--- config.mk ---
export PLATFORM = sky130hd
export DESIGN_NAME = register_file
export DESIGN_NICKNAME = d
export VERILOG_FILES = /design/src/cpu_pkg.sv /design/src/register_file.sv
export SDC_FILE = /design/constraint.sdc
export NUM_CORES = 2
export LEC_CHECK = 0
export BUFFER_PORTS_ARGS = -buffer_cell sky130_fd_sc_hd__buf_2
export CORE_ASPECT_RATIO = 0.75
export CORE_MARGIN = 2
export CORE_UTILIZATION = 57
export CTS_CLUSTER_SIZE = 40
export DETAILED_ROUTE_END_ITERATION = 16
export PLACE_DENSITY = 0.8
export SYNTH_ARGS = -nofsm -noshare
export SYNTH_HDL_FRONTEND = slang
export SYNTH_SLANG_ARGS = --single-unit
--- constraint.sdc ---
create_clock -name i_clk -period 4.8 [get_ports i_clk]
set_clock_uncertainty 0.2 [all_clocks]
set_input_delay 0.96 -clock i_clk [delete_from_list [all_inputs] [get_ports i_clk]]
set_output_delay 0.96 -clock i_clk [all_outputs]
set_load 0.02 [all_outputs]
--- src/cpu_pkg.sv ---
package cpu_pkg;

	// Datapath and storage sizes
	localparam int XLEN       = 32;
	localparam int REG_ADDR_W = 5;
	localparam int NUM_REGS   = 2 ** REG_ADDR_W;
	localparam int SHAMT_W    = $clog2(XLEN);
	localparam int IMEM_DEPTH = 256;
	localparam int DMEM_DEPTH = 256;
	localparam int IMEM_AW    = $clog2(IMEM_DEPTH);
	localparam int DMEM_AW    = $clog2(DMEM_DEPTH);
	localparam int OPCODE_W   = 6;
	localparam int FUNC_W     = 6;
	localparam int ALU_OP_W   = 5;
	localparam int IMM_W      = 16;
	localparam int TARGET_W   = 26;

	localparam logic [REG_ADDR_W-1:0] LINK_REG = 5'd31;	// jal writes here

	// Instruction field positions
	localparam int OP_HI  = 31;
	localparam int OP_LO  = 26;
	localparam int RS_HI  = 25;
	localparam int RS_LO  = 21;
	localparam int RT_HI  = 20;
	localparam int RT_LO  = 16;
	localparam int RD_HI  = 15;
	localparam int RD_LO  = 11;
	localparam int FN_HI  = 5;
	localparam int FN_LO  = 0;
	localparam int IMM_HI = 15;
	localparam int IMM_LO = 0;
	localparam int TGT_HI = 25;
	localparam int TGT_LO = 0;

	// Opcodes
	localparam logic [OPCODE_W-1:0] OP_RTYPE = 6'd0;
	localparam logic [OPCODE_W-1:0] OP_ADDI  = 6'd1;
	localparam logic [OPCODE_W-1:0] OP_SUBI  = 6'd2;
	localparam logic [OPCODE_W-1:0] OP_MULI  = 6'd3;
	localparam logic [OPCODE_W-1:0] OP_DIVI  = 6'd4;
	localparam logic [OPCODE_W-1:0] OP_MODI  = 6'd5;
	localparam logic [OPCODE_W-1:0] OP_ANDI  = 6'd6;
	localparam logic [OPCODE_W-1:0] OP_ORI   = 6'd7;
	localparam logic [OPCODE_W-1:0] OP_XORI  = 6'd8;
	localparam logic [OPCODE_W-1:0] OP_NOT   = 6'd9;
	localparam logic [OPCODE_W-1:0] OP_LANDI = 6'd10;
	localparam logic [OPCODE_W-1:0] OP_LORI  = 6'd11;
	localparam logic [OPCODE_W-1:0] OP_SLLI  = 6'd12;
	localparam logic [OPCODE_W-1:0] OP_SRLI  = 6'd13;
	localparam logic [OPCODE_W-1:0] OP_MOV   = 6'd14;
	localparam logic [OPCODE_W-1:0] OP_LW    = 6'd15;
	localparam logic [OPCODE_W-1:0] OP_LI    = 6'd16;
	localparam logic [OPCODE_W-1:0] OP_LA    = 6'd17;
	localparam logic [OPCODE_W-1:0] OP_SW    = 6'd18;
	localparam logic [OPCODE_W-1:0] OP_IN    = 6'd19;
	localparam logic [OPCODE_W-1:0] OP_OUT   = 6'd20;
	localparam logic [OPCODE_W-1:0] OP_JF    = 6'd21;
	localparam logic [OPCODE_W-1:0] OP_J     = 6'd22;
	localparam logic [OPCODE_W-1:0] OP_JAL   = 6'd23;
	localparam logic [OPCODE_W-1:0] OP_HALT  = 6'd24;

	// R-type function codes
	localparam logic [FUNC_W-1:0] FN_ADD  = 6'd0;
	localparam logic [FUNC_W-1:0] FN_SUB  = 6'd1;
	localparam logic [FUNC_W-1:0] FN_MUL  = 6'd2;
	localparam logic [FUNC_W-1:0] FN_DIV  = 6'd3;
	localparam logic [FUNC_W-1:0] FN_MOD  = 6'd4;
	localparam logic [FUNC_W-1:0] FN_AND  = 6'd5;
	localparam logic [FUNC_W-1:0] FN_OR   = 6'd6;
	localparam logic [FUNC_W-1:0] FN_XOR  = 6'd7;
	localparam logic [FUNC_W-1:0] FN_LAND = 6'd8;
	localparam logic [FUNC_W-1:0] FN_LOR  = 6'd9;
	localparam logic [FUNC_W-1:0] FN_SLL  = 6'd10;
	localparam logic [FUNC_W-1:0] FN_SRL  = 6'd11;
	localparam logic [FUNC_W-1:0] FN_EQ   = 6'd12;
	localparam logic [FUNC_W-1:0] FN_NE   = 6'd13;
	localparam logic [FUNC_W-1:0] FN_LT   = 6'd14;
	localparam logic [FUNC_W-1:0] FN_LE   = 6'd15;
	localparam logic [FUNC_W-1:0] FN_GT   = 6'd16;
	localparam logic [FUNC_W-1:0] FN_GE   = 6'd17;
	localparam logic [FUNC_W-1:0] FN_JR   = 6'd18;

	// ALU operations, bit 4 marks the compare group
	localparam logic [ALU_OP_W-1:0] ALU_ADD    = 5'd0;
	localparam logic [ALU_OP_W-1:0] ALU_SUB    = 5'd1;
	localparam logic [ALU_OP_W-1:0] ALU_MUL    = 5'd2;
	localparam logic [ALU_OP_W-1:0] ALU_DIV    = 5'd3;
	localparam logic [ALU_OP_W-1:0] ALU_MOD    = 5'd4;
	localparam logic [ALU_OP_W-1:0] ALU_SLL    = 5'd5;
	localparam logic [ALU_OP_W-1:0] ALU_SRL    = 5'd6;
	localparam logic [ALU_OP_W-1:0] ALU_AND    = 5'd8;
	localparam logic [ALU_OP_W-1:0] ALU_OR     = 5'd9;
	localparam logic [ALU_OP_W-1:0] ALU_XOR    = 5'd10;
	localparam logic [ALU_OP_W-1:0] ALU_NOT    = 5'd11;
	localparam logic [ALU_OP_W-1:0] ALU_LAND   = 5'd12;
	localparam logic [ALU_OP_W-1:0] ALU_LOR    = 5'd13;
	localparam logic [ALU_OP_W-1:0] ALU_PASS_A = 5'd14;
	localparam logic [ALU_OP_W-1:0] ALU_PASS_B = 5'd15;
	localparam logic [ALU_OP_W-1:0] ALU_EQ     = 5'd16;
	localparam logic [ALU_OP_W-1:0] ALU_NE     = 5'd17;
	localparam logic [ALU_OP_W-1:0] ALU_LT     = 5'd18;
	localparam logic [ALU_OP_W-1:0] ALU_LE     = 5'd19;
	localparam logic [ALU_OP_W-1:0] ALU_GT     = 5'd20;
	localparam logic [ALU_OP_W-1:0] ALU_GE     = 5'd21;

	// Next PC sources
	localparam logic [1:0] PC_NEXT   = 2'd0;
	localparam logic [1:0] PC_IMM    = 2'd1;
	localparam logic [1:0] PC_REG    = 2'd2;
	localparam logic [1:0] PC_TARGET = 2'd3;

	// Write-back sources
	localparam logic [1:0] WB_ALU   = 2'd0;
	localparam logic [1:0] WB_MEM   = 2'd1;
	localparam logic [1:0] WB_INPUT = 2'd2;
	localparam logic [1:0] WB_LINK  = 2'd3;

	typedef struct packed {
		logic                reg_write;
		logic                mem_write;
		logic                alu_src_reg;	// 1 selects rt, 0 the immediate
		logic                rt_dest;
		logic                is_jal;
		logic                out_write;
		logic                is_halt;
		logic                is_input;	// in instruction with data offered
		logic [1:0]          pc_source;
		logic [1:0]          wb_select;
		logic [ALU_OP_W-1:0] alu_op;
	} ctrl_t;

endpackage

--- src/register_file.sv ---
`timescale 1ns/1ps

module register_file (
	input  logic                           i_clk,
	input  logic                           i_rst_n,
	input  logic                           i_we,
	input  logic [cpu_pkg::REG_ADDR_W-1:0] i_waddr,
	input  logic [cpu_pkg::XLEN-1:0]       i_wdata,
	input  logic [cpu_pkg::REG_ADDR_W-1:0] i_raddr_a,
	input  logic [cpu_pkg::REG_ADDR_W-1:0] i_raddr_b,
	output logic [cpu_pkg::XLEN-1:0]       o_rdata_a,
	output logic [cpu_pkg::XLEN-1:0]       o_rdata_b
);
	import cpu_pkg::*;

	logic [XLEN-1:0] regs [0:NUM_REGS-1];

	always_ff @(posedge i_clk) begin
		if (!i_rst_n) begin
			for (int i = 0; i < NUM_REGS; i++) begin
				regs[i] <= '0;
			end
		end else if (i_we && (i_waddr != '0)) begin	// r0 stays zero
			regs[i_waddr] <= i_wdata;
		end
	end

	// Asynchronous reads
	assign o_rdata_a = (i_raddr_a == '0) ? '0 : regs[i_raddr_a];
	assign o_rdata_b = (i_raddr_b == '0) ? '0 : regs[i_raddr_b];

endmodule

Word level (Yosys, flattened, before mapping). Memories as Yosys holds them, arrays and structs flattened. Index checks and enable logic that the tools add are counted.

Reductions and logical operators: 5. Mux-type cells: 9.

Operators by type and width (number): two-way mux 32 bit (3); OR reduction 32 bit (1); logical NOT 5 bit (2); two-way mux 1 bit (5); two-way mux 5 bit (1); nonzero test 5 bit (1); logical AND 1 bit (1).

Bits in registers: 0. Word-level logic and storage cells: 15. Memories kept: 1. RAM bits: 1024. Input bits: 50.

Memories: regs (words 32, bits a word 32, rd ports 2, clocked after Yosys merged registers in 0, wr ports 32, line register_file.sv:16) `logic [XLEN-1:0] regs [0:NUM_REGS-1];`.

Logic depth before layout (Yosys ltp).
Depth in word-level cells: 7. Gate-level depth with buffers: 9.

Worst setup path after synthesis. Ideal clock, no wire load.

Path kind: input to register. From: in i_rst_n. To: mem regs[24][0], enable pin. Required time: 4134 ps. Path buffers: 2. Stages on the path: 5. Setup time: 466 ps. Slack: 104 ps. Arrival time: 4030 ps. Cells stage by stage: buf_2 nand2_1 or3_1 clkbuf_1 o21ai_0.

RTL lines: from (decl) (line register_file.sv:5) `input logic i_rst_n,`; to (decl) (line register_file.sv:16).

Worst setup path after layout.
From: in i_raddr_b[3] in the netlist's numbering. To: out o_rdata_b[3] in the netlist's numbering.

Cells in the longest elaborated chain, start to end: 2. Elaborated cells on any way between the ends: 3.

Ends and longest elaborated chain: from (decl) (line register_file.sv:10) `input logic [cpu_pkg::REG_ADDR_W-1:0] i_raddr_b,`; memory (32 x 32 bit) / logical NOT 5 bit (equally long branches); two-way mux 32 bit * (line register_file.sv:30) `assign o_rdata_b = (i_raddr_b == '0) ? '0 : regs[i_raddr_b];`; to (decl) (line register_file.sv:12) `output logic [cpu_pkg::XLEN-1:0] o_rdata_b`.

Mark *: on every way between the ends. The rest lies on a longest branch, timed or not.

==> out/results.ini <==
[flow_run]
maxCapViolations = 0

[placement]
io_buffer_count = 113
place_congestion = 0.914
placed_cells = 4713
pre_cts_ws_ns = 0.197
dp_hpwl_mm = 101

[worst_setup_path]
crit_chain = buf_2 -> buf_4 -> or3_2 -> buf_4 -> o221ai_1 -> a211oi_1 -> nor3_1 -> buf_2
crit_type = in2out
cpPeakStageDelay_ns = 0.76
cp-start-kind = input pin
cp_max_fo = 19
crit_required_ns = 3.64
arrival_ns = 3.63
worst-path-buf-inv = 4
critical_path.top_delay_family = simple AND/OR/NAND/NOR gates
cp_slowest_cell = nor3_1
cp-end-kind = output port

[clocking]
path_clk_slew_ns = 0.06
clockBufferDepth = 3
cts_root_buf = clkbuf_16
clock_sinks = 1024
cts_resized = 0
postCtsSetupRepairBufs = 0
cts_max_level = 3
cts_tree = done
cts_buffers = 96
cts_hold_buffers = 0

[min_path]
hold_path.class = in2reg

[timing]
worst_slew_pin_slew_ns = 1.19
fin_hold_ws_ns = 0.499
hold_viol = 0
timing.final.crit_share_pct = 99.8
slew_headroom_pct = 20.7
slew_violations = 0
setup_viol = 0
setup_ws_ns = 0.00909
period_minus_slack_ns = 4.79
totalNegativeSetupSlack_ns = 0
fmax_ghz = 0.209
rsz0062_at_grt = no

[synth]
synthesis.area_sq_um = 54200
synth_cell_types = 41
yosys_warnings = 0
netlist_instances = 3509
postSynth.asyncResetShare_pct = 0
yosysSeqAreaShare_pct = 56.7
ys.flop_type = edfxtp_1
syn_area_per_cell_sq_um = 15.4
synth_seq_cells = 1024
synth_edf_count = 1024

[grt]
groute.layer.met2.usage_pct = 50.2
grt.overflow.total = 0
grt_use_met1_pct = 47.7
grt_pass1_wl_mm = 238
grt_max_degree = 59
antenna_found_initial = 8
gr-max-usage-layer = met2
first_global_vias = 35300
grt_usage_pct = 34.0
gr-usage-met3_pct = 9.90

[layout]
reg_top3 = regs (1024)
register_area_sq_um = 30700
nets = 3624
largest_reg_flops = 1024
multi_input_area_sq_um = 22300
mostFrequentLayoutCells = edfxtp_1, and2_1, mux4_2
filler_cell_count = 6324
syn_to_final_growth_pct = 11.3
drive_gt1_share_pct = 28.4
stdcell_count = 4887
regMostFlops = regs
layout_commonest_cell = edfxtp_1

[outcome]
status = finished, final reports clean

[floorplan]
die-area_sq_um = 97600
fp.coreArea_sq_um = 93800
rows = 97
die_w_microns = 360
start_util_pct = 57.8
ios = 114
die_h_microns = 271

[power]
leakage_nw = 20.8
vdd_drop_max_mv = 0.332
power.total_mw = 20.9
powerDensity_nw_per_um2 = 347

[detailed_routing]
route.detailed.drc = 0
wl_per_cell_microns = 33.9
postRouteAntennaNets = 0
vias = 34900
viasPerCell = 7.15
wirelength_mm = 166
dr.pass1.iters = 6
drt_iter0_markers = 5910

==> metal layers <==
layer / vias to the layer above / share of wire (%)
li1: 13700 / -
met3: 476 / 16
met1: 17400 / 35
met5: - / 0.043
met4: 12 / 4.6
met2: 3296 / 44
==> cell families after synthesis <==
| logic type | share of synthesized area (%) |
|---|---|
| mux | 23.0 |
| compound gates | 3.96 |
| flops | 56.7 |
| other cells | 0.00692 |
| simple gates | 13.0 |
| buf+inv | 3.33 |
==> Yosys cell counts, types with 4 or more instances <==
| cell | n | area [sq um] |
|---|---|---|
| a2111oi_0 | 17 | 149 |
| a2111oi_1 | 12 | 120 |
| a211oi_1 | 34 | 255 |
| a21oi_1 | 10 | 50.1 |
| a22o_1 | 51 | 447 |
| a22oi_1 | 18 | 135 |
| a32o_1 | 4 | 40.0 |
| and2_1 | 996 | 6230 |
| buf_1 | 8 | 30.0 |
| buf_2 | 49 | 245 |
| buf_4 | 37 | 278 |
| buf_6 | 19 | 214 |
| clkbuf_1 | 275 | 1030 |
| edfxtp_1 | 1024 | 30700 |
| mux2_2 | 30 | 338 |
| mux2i_1 | 154 | 1540 |
| mux4_2 | 470 | 10600 |
| nand2_1 | 9 | 33.8 |
| nand2b_1 | 6 | 37.5 |
| nand3_1 | 5 | 25.0 |
| nand3b_1 | 5 | 37.5 |
| nor2_1 | 36 | 135 |
| nor2b_1 | 15 | 93.8 |
| nor3_1 | 54 | 270 |
| nor4_1 | 8 | 50.1 |
| o21ai_0 | 33 | 165 |
| o221ai_1 | 27 | 236 |
| o22ai_1 | 79 | 494 |
==> cell type report <==
cell class | instances | share of cell area, %
Sequential cell | 1024 | 51.0
Multi-Input combinational cell | 2126 | 37.0
Timing Repair Buffer | 324 | 4.39
Clock buffer | 122 | 4.32
Tap cell | 1237 | 2.57
Clock inverter | 48 | 0.755
Antenna cell | 4 | 0.0166
Inverter | 2 | 0.0124
==> stage by stage <==
step | instance area, sq um | utilization, %
floorplan | 54300 | -
global placement | 57300 | 61.0
detailed placement | 57300 | 61.0
CTS | 60300 | 64.3
global route | 60300 | 64.3
finish | 60300 | 64.3
==> path summary, 6_finish.rpt <==
| kind | slack [ns] | startpoint | end | cells after the start |
|---|---|---|---|---|
| max | 0.009 | i_raddr_b[3] | o_rdata_b[3] | 8 |
| min | 0.50 | i_rst_n | regs[23][4] | 2 |
==> where the power goes <==
group	switching, mW	internal [mW]	total (mW)
combinational	1.53	1.14	2.67
clock	3.39	4.26	7.65
sequential	0.277	10.3	10.6
total	5.19	15.7	20.9
No activity file was read; power rests on OpenSTA's default activity.
