File: src/cpu_pkg.sv
package cpu_pkg;

	// Datapath and storage sizes
	localparam int XLEN       = 32;
	localparam int REG_ADDR_W = 5;
	localparam int NUM_REGS   = 2 ** REG_ADDR_W;
	localparam int SHAMT_W    = $clog2(XLEN);
	localparam int IMEM_DEPTH = 256;
	localparam int DMEM_DEPTH = 256;
	localparam int IMEM_AW    = $clog2(IMEM_DEPTH);
	localparam int DMEM_AW    = $clog2(DMEM_DEPTH);
	localparam int OPCODE_W   = 6;
	localparam int FUNC_W     = 6;
	localparam int ALU_OP_W   = 5;
	localparam int IMM_W      = 16;
	localparam int TARGET_W   = 26;

	localparam logic [REG_ADDR_W-1:0] LINK_REG = 5'd31;	// jal writes here

	// Instruction field positions
	localparam int OP_HI  = 31;
	localparam int OP_LO  = 26;
	localparam int RS_HI  = 25;
	localparam int RS_LO  = 21;
	localparam int RT_HI  = 20;
	localparam int RT_LO  = 16;
	localparam int RD_HI  = 15;
	localparam int RD_LO  = 11;
	localparam int FN_HI  = 5;
	localparam int FN_LO  = 0;
	localparam int IMM_HI = 15;
	localparam int IMM_LO = 0;
	localparam int TGT_HI = 25;
	localparam int TGT_LO = 0;

	// Opcodes
	localparam logic [OPCODE_W-1:0] OP_RTYPE = 6'd0;
	localparam logic [OPCODE_W-1:0] OP_ADDI  = 6'd1;
	localparam logic [OPCODE_W-1:0] OP_SUBI  = 6'd2;
	localparam logic [OPCODE_W-1:0] OP_MULI  = 6'd3;
	localparam logic [OPCODE_W-1:0] OP_DIVI  = 6'd4;
	localparam logic [OPCODE_W-1:0] OP_MODI  = 6'd5;
	localparam logic [OPCODE_W-1:0] OP_ANDI  = 6'd6;
	localparam logic [OPCODE_W-1:0] OP_ORI   = 6'd7;
	localparam logic [OPCODE_W-1:0] OP_XORI  = 6'd8;
	localparam logic [OPCODE_W-1:0] OP_NOT   = 6'd9;
	localparam logic [OPCODE_W-1:0] OP_LANDI = 6'd10;
	localparam logic [OPCODE_W-1:0] OP_LORI  = 6'd11;
	localparam logic [OPCODE_W-1:0] OP_SLLI  = 6'd12;
	localparam logic [OPCODE_W-1:0] OP_SRLI  = 6'd13;
	localparam logic [OPCODE_W-1:0] OP_MOV   = 6'd14;
	localparam logic [OPCODE_W-1:0] OP_LW    = 6'd15;
	localparam logic [OPCODE_W-1:0] OP_LI    = 6'd16;
	localparam logic [OPCODE_W-1:0] OP_LA    = 6'd17;
	localparam logic [OPCODE_W-1:0] OP_SW    = 6'd18;
	localparam logic [OPCODE_W-1:0] OP_IN    = 6'd19;
	localparam logic [OPCODE_W-1:0] OP_OUT   = 6'd20;
	localparam logic [OPCODE_W-1:0] OP_JF    = 6'd21;
	localparam logic [OPCODE_W-1:0] OP_J     = 6'd22;
	localparam logic [OPCODE_W-1:0] OP_JAL   = 6'd23;
	localparam logic [OPCODE_W-1:0] OP_HALT  = 6'd24;

	// R-type function codes
	localparam logic [FUNC_W-1:0] FN_ADD  = 6'd0;
	localparam logic [FUNC_W-1:0] FN_SUB  = 6'd1;
	localparam logic [FUNC_W-1:0] FN_MUL  = 6'd2;
	localparam logic [FUNC_W-1:0] FN_DIV  = 6'd3;
	localparam logic [FUNC_W-1:0] FN_MOD  = 6'd4;
	localparam logic [FUNC_W-1:0] FN_AND  = 6'd5;
	localparam logic [FUNC_W-1:0] FN_OR   = 6'd6;
	localparam logic [FUNC_W-1:0] FN_XOR  = 6'd7;
	localparam logic [FUNC_W-1:0] FN_LAND = 6'd8;
	localparam logic [FUNC_W-1:0] FN_LOR  = 6'd9;
	localparam logic [FUNC_W-1:0] FN_SLL  = 6'd10;
	localparam logic [FUNC_W-1:0] FN_SRL  = 6'd11;
	localparam logic [FUNC_W-1:0] FN_EQ   = 6'd12;
	localparam logic [FUNC_W-1:0] FN_NE   = 6'd13;
	localparam logic [FUNC_W-1:0] FN_LT   = 6'd14;
	localparam logic [FUNC_W-1:0] FN_LE   = 6'd15;
	localparam logic [FUNC_W-1:0] FN_GT   = 6'd16;
	localparam logic [FUNC_W-1:0] FN_GE   = 6'd17;
	localparam logic [FUNC_W-1:0] FN_JR   = 6'd18;

	// ALU operations, bit 4 marks the compare group
	localparam logic [ALU_OP_W-1:0] ALU_ADD    = 5'd0;
	localparam logic [ALU_OP_W-1:0] ALU_SUB    = 5'd1;
	localparam logic [ALU_OP_W-1:0] ALU_MUL    = 5'd2;
	localparam logic [ALU_OP_W-1:0] ALU_DIV    = 5'd3;
	localparam logic [ALU_OP_W-1:0] ALU_MOD    = 5'd4;
	localparam logic [ALU_OP_W-1:0] ALU_SLL    = 5'd5;
	localparam logic [ALU_OP_W-1:0] ALU_SRL    = 5'd6;
	localparam logic [ALU_OP_W-1:0] ALU_AND    = 5'd8;
	localparam logic [ALU_OP_W-1:0] ALU_OR     = 5'd9;
	localparam logic [ALU_OP_W-1:0] ALU_XOR    = 5'd10;
	localparam logic [ALU_OP_W-1:0] ALU_NOT    = 5'd11;
	localparam logic [ALU_OP_W-1:0] ALU_LAND   = 5'd12;
	localparam logic [ALU_OP_W-1:0] ALU_LOR    = 5'd13;
	localparam logic [ALU_OP_W-1:0] ALU_PASS_A = 5'd14;
	localparam logic [ALU_OP_W-1:0] ALU_PASS_B = 5'd15;
	localparam logic [ALU_OP_W-1:0] ALU_EQ     = 5'd16;
	localparam logic [ALU_OP_W-1:0] ALU_NE     = 5'd17;
	localparam logic [ALU_OP_W-1:0] ALU_LT     = 5'd18;
	localparam logic [ALU_OP_W-1:0] ALU_LE     = 5'd19;
	localparam logic [ALU_OP_W-1:0] ALU_GT     = 5'd20;
	localparam logic [ALU_OP_W-1:0] ALU_GE     = 5'd21;

	// Next PC sources
	localparam logic [1:0] PC_NEXT   = 2'd0;
	localparam logic [1:0] PC_IMM    = 2'd1;
	localparam logic [1:0] PC_REG    = 2'd2;
	localparam logic [1:0] PC_TARGET = 2'd3;

	// Write-back sources
	localparam logic [1:0] WB_ALU   = 2'd0;
	localparam logic [1:0] WB_MEM   = 2'd1;
	localparam logic [1:0] WB_INPUT = 2'd2;
	localparam logic [1:0] WB_LINK  = 2'd3;

	typedef struct packed {
		logic                reg_write;
		logic                mem_write;
		logic                alu_src_reg;	// 1 selects rt, 0 the immediate
		logic                rt_dest;
		logic                is_jal;
		logic                out_write;
		logic                is_halt;
		logic                is_input;	// in instruction with data offered
		logic [1:0]          pc_source;
		logic [1:0]          wb_select;
		logic [ALU_OP_W-1:0] alu_op;
	} ctrl_t;

endpackage

File: src/alu.sv
`timescale 1ns/1ps

module alu (
	input  logic [cpu_pkg::ALU_OP_W-1:0] i_op,
	input  logic [cpu_pkg::XLEN-1:0]     i_a,
	input  logic [cpu_pkg::XLEN-1:0]     i_b,
	output logic [cpu_pkg::XLEN-1:0]     o_result
);
	import cpu_pkg::*;

	logic signed [XLEN-1:0] a_s;
	logic signed [XLEN-1:0] b_s;
	logic [SHAMT_W-1:0]     shamt;
	logic                   a_true;
	logic                   b_true;
	logic                   b_zero;
	logic                   cmp;

	assign a_s    = i_a;
	assign b_s    = i_b;
	assign shamt  = i_b[SHAMT_W-1:0];	// Low 5 bits only
	assign a_true = |i_a;
	assign b_true = |i_b;
	assign b_zero = ~b_true;

	// Signed compares, selected by the low op bits
	always_comb begin
		case (i_op)
			ALU_EQ:  cmp = (a_s == b_s);
			ALU_NE:  cmp = (a_s != b_s);
			ALU_LT:  cmp = (a_s < b_s);
			ALU_LE:  cmp = (a_s <= b_s);
			ALU_GT:  cmp = (a_s > b_s);
			ALU_GE:  cmp = (a_s >= b_s);
			default: cmp = 1'b0;
		endcase
	end

	always_comb begin
		case (i_op)
			ALU_ADD:    o_result = i_a + i_b;
			ALU_SUB:    o_result = i_a - i_b;
			ALU_MUL:    o_result = i_a * i_b;
			ALU_DIV:    o_result = b_zero ? '0 : i_a / i_b;	// Divide by zero gives 0
			ALU_MOD:    o_result = b_zero ? '0 : i_a % i_b;
			ALU_SLL:    o_result = i_a << shamt;
			ALU_SRL:    o_result = i_a >> shamt;
			ALU_AND:    o_result = i_a & i_b;
			ALU_OR:     o_result = i_a | i_b;
			ALU_XOR:    o_result = i_a ^ i_b;
			ALU_NOT:    o_result = ~i_a;
			ALU_LAND:   o_result = {{(XLEN-1){1'b0}}, a_true & b_true};
			ALU_LOR:    o_result = {{(XLEN-1){1'b0}}, a_true | b_true};
			ALU_PASS_A: o_result = i_a;	// mov, jr, out
			ALU_PASS_B: o_result = i_b;	// li, jf
			default:    o_result = {{(XLEN-1){1'b0}}, cmp};
		endcase
		if (i_op[4]) begin
			assert (o_result[XLEN-1:1] == '0);	// Compare result is a single bit
		end
	end

endmodule

File: config.mk
export PLATFORM = sky130hd
export DESIGN_NAME = alu
export DESIGN_NICKNAME = d
export VERILOG_FILES = /design/src/cpu_pkg.sv /design/src/alu.sv
export SDC_FILE = /design/constraint.sdc
export NUM_CORES = 2
export LEC_CHECK = 0
export ABC_AREA = 0
export BUFFER_PORTS_ARGS = -buffer_cell sky130_fd_sc_hd__buf_2
export CORE_UTILIZATION = 26
export DETAILED_ROUTE_END_ITERATION = 10
export GPL_TIMING_DRIVEN = 0
export PLACE_DENSITY_LB_ADDON = 0.25
export SYNTH_ARGS = -nofsm -noshare
export SYNTH_HDL_FRONTEND = slang
export SYNTH_SLANG_ARGS = --single-unit
File: constraint.sdc
create_clock -name vclk -period 111
set_clock_uncertainty 0.05 [all_clocks]
set_input_delay 16.65 -clock vclk [all_inputs]
set_output_delay 16.65 -clock vclk [all_outputs]
set_load 0.02 [all_outputs]
Yosys cells after proc, flatten, opt, wreduce, memory -nomap -nowiden
Cells that the tools add are included.

operators by class
  multiply operators = 1
  bitwise gates (word level) = 6
  equality and inequality tests = 22
  shifts and indexed selects = 2
  muxes and demuxes = 4
  div/mod/pow operators = 2
  add/subtract/negate cells = 2
  magnitude comparators = 4
  reduce and logical (&&, ||, !) cells = 3

operator list
  cell                  count
  $pmux W32 S15         1
  $mux W32              2
  $reduce_or A32 Y1     2
  $eq A5 B4 Y1 const B  8
  $add A32 B32 Y32      1
  $and A32 B32 Y32      1
  $div A32 B32 Y32      1
  $eq A32 B32 Y1        1
  $ge A32 B32 Y1        1
  $gt A32 B32 Y1        1
  $le A32 B32 Y1        1
  $lt A32 B32 Y1        1
  $mod A32 B32 Y32      1
  $mul A32 B32 Y32      1
  $ne A32 B32 Y1        1
  $not A32 Y32          1
  $or A32 B32 Y32       1
  $shl A32 B5 Y32       1
  $shr A32 B5 Y32       1
  $sub A32 B32 Y32      1
  $xor A32 B32 Y32      1
  $eq A5 B5 Y1 const B  6
  $eq A5 B3 Y1 const B  3
  $eq A5 B2 Y1 const B  2
  5 further kinds       5

storage, ports and cells
  register bits = 0
  input port bits = 69
  word-level logic and storage cells = 46

Logic depth before layout (Yosys ltp)
  word-level depth = 3
  depth in mapped cells = 341
  depth with buffers taken out = 295

Least setup slack after synthesis
Ideal clock, no wire load.

  path type = input port to output port
  from = in i_b[0] (netlist name)
  to = out o_result[17] (netlist name)
  data arrival time = 87.621 ns
  path buffers = 58
  stages = 304
  slack = 6.679 ns
  cells stage by stage = clkbuf_1 -> clkinv_1 -> buf_1 -> clkbuf_1 -> buf_1 -> ha_1 -> nand2_1 -> o41a_1 -> a31oi_1 -> ha_1 -> o21a_1 -> o21ai_0 -> or3_1 -> nand2_1 -> o21ai_0 -> ha_1 -> o21a_1 -> o31ai_1 -> [... 268 more ...] -> clkbuf_1 -> clkbuf_1 -> o21ai_0 -> fa_1 -> a21o_1 -> a21o_1 -> a211oi_1 -> o21ai_0 -> a2111oi_0 -> o311a_1 -> o21ai_0 -> a221oi_1 -> clkbuf_1 -> nor2_1 -> clkbuf_1 -> clkbuf_1 -> a221oi_1 -> o21ai_0

on the way
  word-level cells in the longest chain between the ends = 3
  elaborated cells between the ends (all ways) = 11

ends and longest elaborated chain
  item                                      RTL line              RTL
  start: declaration                        alu.sv:6              input logic [cpu_pkg::XLEN-1:0] i_b,
  $mod A32 B32 Y32 (tied with other cells)  alu.sv:45             ALU_MOD: o_result = b_zero ? '0 : i_a % i_b;
  $mux W32 (on tied branches)               alu.sv:45, alu.sv:44
  $pmux W32 S15 (*)                         alu.sv:40             case (i_op)
  end: declaration                          alu.sv:7              output logic [cpu_pkg::XLEN-1:0] o_result

Every way passes the cells marked *; elsewhere a longest branch is shown, timed or not.

Worst setup path after layout
  from = in i_b[31] (netlist name)
  to = out o_result[18] (netlist name)

Same word-level chain as after synthesis.

==> flow_metrics.env <==
export IMPL_grt_max_degree=36
export IMPL_netlist_instances=7733
export IMPL_drt_iter0_drc=7120
export IMPL_fin_crit_sh=0.979
export IMPL_worst_path_most_repeated_cell="ha_1"
export IMPL_synth_seq_area_share=0
export IMPL_grt_pass1_vias=61441
export IMPL_synth_compound_area_frac=0.273
export IMPL_finalCriticalPeriod_ns=108.72
export IMPL_grt_use_total=0.312
export IMPL_yosys_warnings=0
export IMPL_cp_data_arrival_time_ns=92.02
export IMPL_die_x_um=459
export IMPL_hold_buffers=0
export IMPL_core_area_um2=207000
export IMPL_ios=101
export IMPL_busiest_layer="met2"
export IMPL_slew_violations=81
export IMPL_gp_congestion=1.07
export IMPL_via_count=63815
export IMPL_grt_pass1_wl_mm=471
export IMPL_post_route_cells_drive_above_1_share=0.100
export IMPL_drt_vias_per_instance=5.94
export IMPL_critPathRequiredTime_ns=94.30
export IMPL_synthXorXnorAreaFrac=0.0687
export IMPL_synthAdderAreaFrac=0.324
export IMPL_use_met3=0.0503
export IMPL_nNetsFinal=9166
export IMPL_grt_use_met2=0.486
export IMPL_syn_area_per_cell_um2=7.04
export IMPL_syn_area_um2=54400
export IMPL_worst_pin_slew_ns=1.57
export IMPL_drc=0
export IMPL_wirelength_mm=341
export IMPL_synth_top_family_by_area="adder cells"
export IMPL_worstPathMaxFanout=11
export IMPL_endpoint_kind="primary output"
export IMPL_start_util=0.262
export IMPL_die_y_um=459
export IMPL_worstSetupStartpointType="primary input"
export IMPL_slowest_stage="o41ai_1"
export IMPL_min_path_type="primary input to primary output"
export IMPL_first_pass_iters=7
export IMPL_drv_cap=8
export IMPL_status="finished with violations"
export IMPL_hold_violations=0
export IMPL_hpwl_mm=280
export IMPL_max_stage_delay_ns=0.85
export IMPL_nClkBuffers=0
export IMPL_synth_distinct_cells=105
export IMPL_path_class="primary input to primary output"
export IMPL_maxSlewHeadroom=-0.0448
export IMPL_synthSimpleGateAreaFrac=0.219
export IMPL_setup_tns_ns=0
export IMPL_seq_cells=0
export IMPL_grt_util_met1=0.401
export IMPL_ant_nets=0
export IMPL_area_sequential_um2=0
export IMPL_gr_total_overflow=0
export IMPL_synth_nets=8964
export IMPL_syn_to_final_growth_pct=13.2
export IMPL_port_buffers=96
export IMPL_synthMuxAreaShare=0.0385
export IMPL_violations="max-capacitance violations, max-slew violations"
export IMPL_dieArea_um2=211000
export IMPL_post_drt_wl_per_cell_um=31.8
export IMPL_setup_viol=0
export IMPL_fmax_mhz=9.20
export IMPL_antenna_found_initial=37
export IMPL_rows=167
## per-stage QoR
| step | hold WS [ns] | setup slack [ns] | utilization | instances | cell area (um2) |
|---|---|---|---|---|---|
| floorplan | 33.73 | 6.68 | - | 7733 | 54400 |
| global placement | 34.01 | -33.94 | 0.281 | 10617 | 58400 |
| detailed placement | 33.99 | -29.71 | 0.284 | 10643 | 58900 |
| CTS | 33.99 | 0.0169 | 0.292 | 10675 | 60600 |
| global route | 34.06 | -0.181 | 0.297 | 10731 | 61600 |
| finish | 33.96 | 2.28 | 0.297 | 10744 | 61600 |
## cells by family after synthesis
kind of cell / Yosys count
buf+inv: 1092
fa+ha+maj: 1163
xor+xnor: 427
compound gates: 2239
mux: 179
simple gates: 2633
## layer usage
layer / part of all wire / vias to the layer above
li1: - / 27873
met1: 0.41 / 31729
met2: 0.43 / 3335
met3: 0.084 / 862
met4: 0.074 / 16
met5: 0.00035 / -
## area by class of cell
cell class | count | area [um2]
plain buffers | 357 | 1770
fillers | 22839 | 146000
repair buffers | 218 | 1680
well taps | 2788 | 3490
diodes | 23 | 57.6
inverters | 717 | 2700
multi-input cells | 6641 | 51900
## cell usage in the layout (no fill, tap or decap), drive strengths merged, types with 23 or more instances in the layout
cell,netlist,layout
o22ai,49,49
a221oi,57,57
o21bai,56,56
xor2,163,163
mux2i,107,107
inv,706,706
a21o,192,192
a21oi,570,570
nor2,784,784
o211ai,98,98
and3,43,43
o221ai,41,41
clkbuf,283,250
nand2,947,947
a211oi,77,77
buf,92,325
nand4,67,67
nor3,189,189
a221o,33,33
a21boi,31,31
and2,64,64
o21a,120,120
o31ai,45,45
o21ai,458,458
nor4,50,50
a22oi,28,28
fa,411,411
a31oi,92,92
mux2,53,53
nand2b,63,63
diode,0,23
or2,64,64
o2111ai,31,31
a211o,38,38
xnor2,264,264
ha,751,751
nor2b,62,62
nand3,144,144
or3,75,75
## repair_timing
| action | CTS | global route |
|---|---|---|
| resized for setup | 408 | 164 |
| buffers inserted | 46 | 49 |
| pin swaps | 28 | 43 |
| setup endpoints to repair | 32 | 32 |
| gates cloned | 0 | 0 |
## worst max-delay path, delay by kind of cell
family,cells,cell delay [ns]
simple gates,88,20.56
fa+ha+maj,31,10.46
mux,3,0.94
xor+xnor,1,0.48
buf+inv,55,13.21
compound gates,123,29.36
## synthesized netlist by cell type, types with 98 or more instances
master    count  area (um2)
ha_1        751        9400
inv_1       703        2640
o211ai_1     98         736
mux2i_1     107        1070
a21oi_1     568        2840
o21a_1      120         901
o21ai_0     449        2250
clkbuf_1    283        1060
xnor2_1     264        2310
nor3_1      187         936
nor2_1      783        2940
fa_1        411        8230
xor2_1      163        1430
nand3_1     143         716
a21o_1      192        1440
nand2_1     947        3550
## final timing paths
path / cells after the start / slack (ns) / end / start
hold / removal: 4 / 33.96 / o_result[0] / i_op[4]
setup / recovery: 301 / 2.28 / o_result[18] / i_b[31]
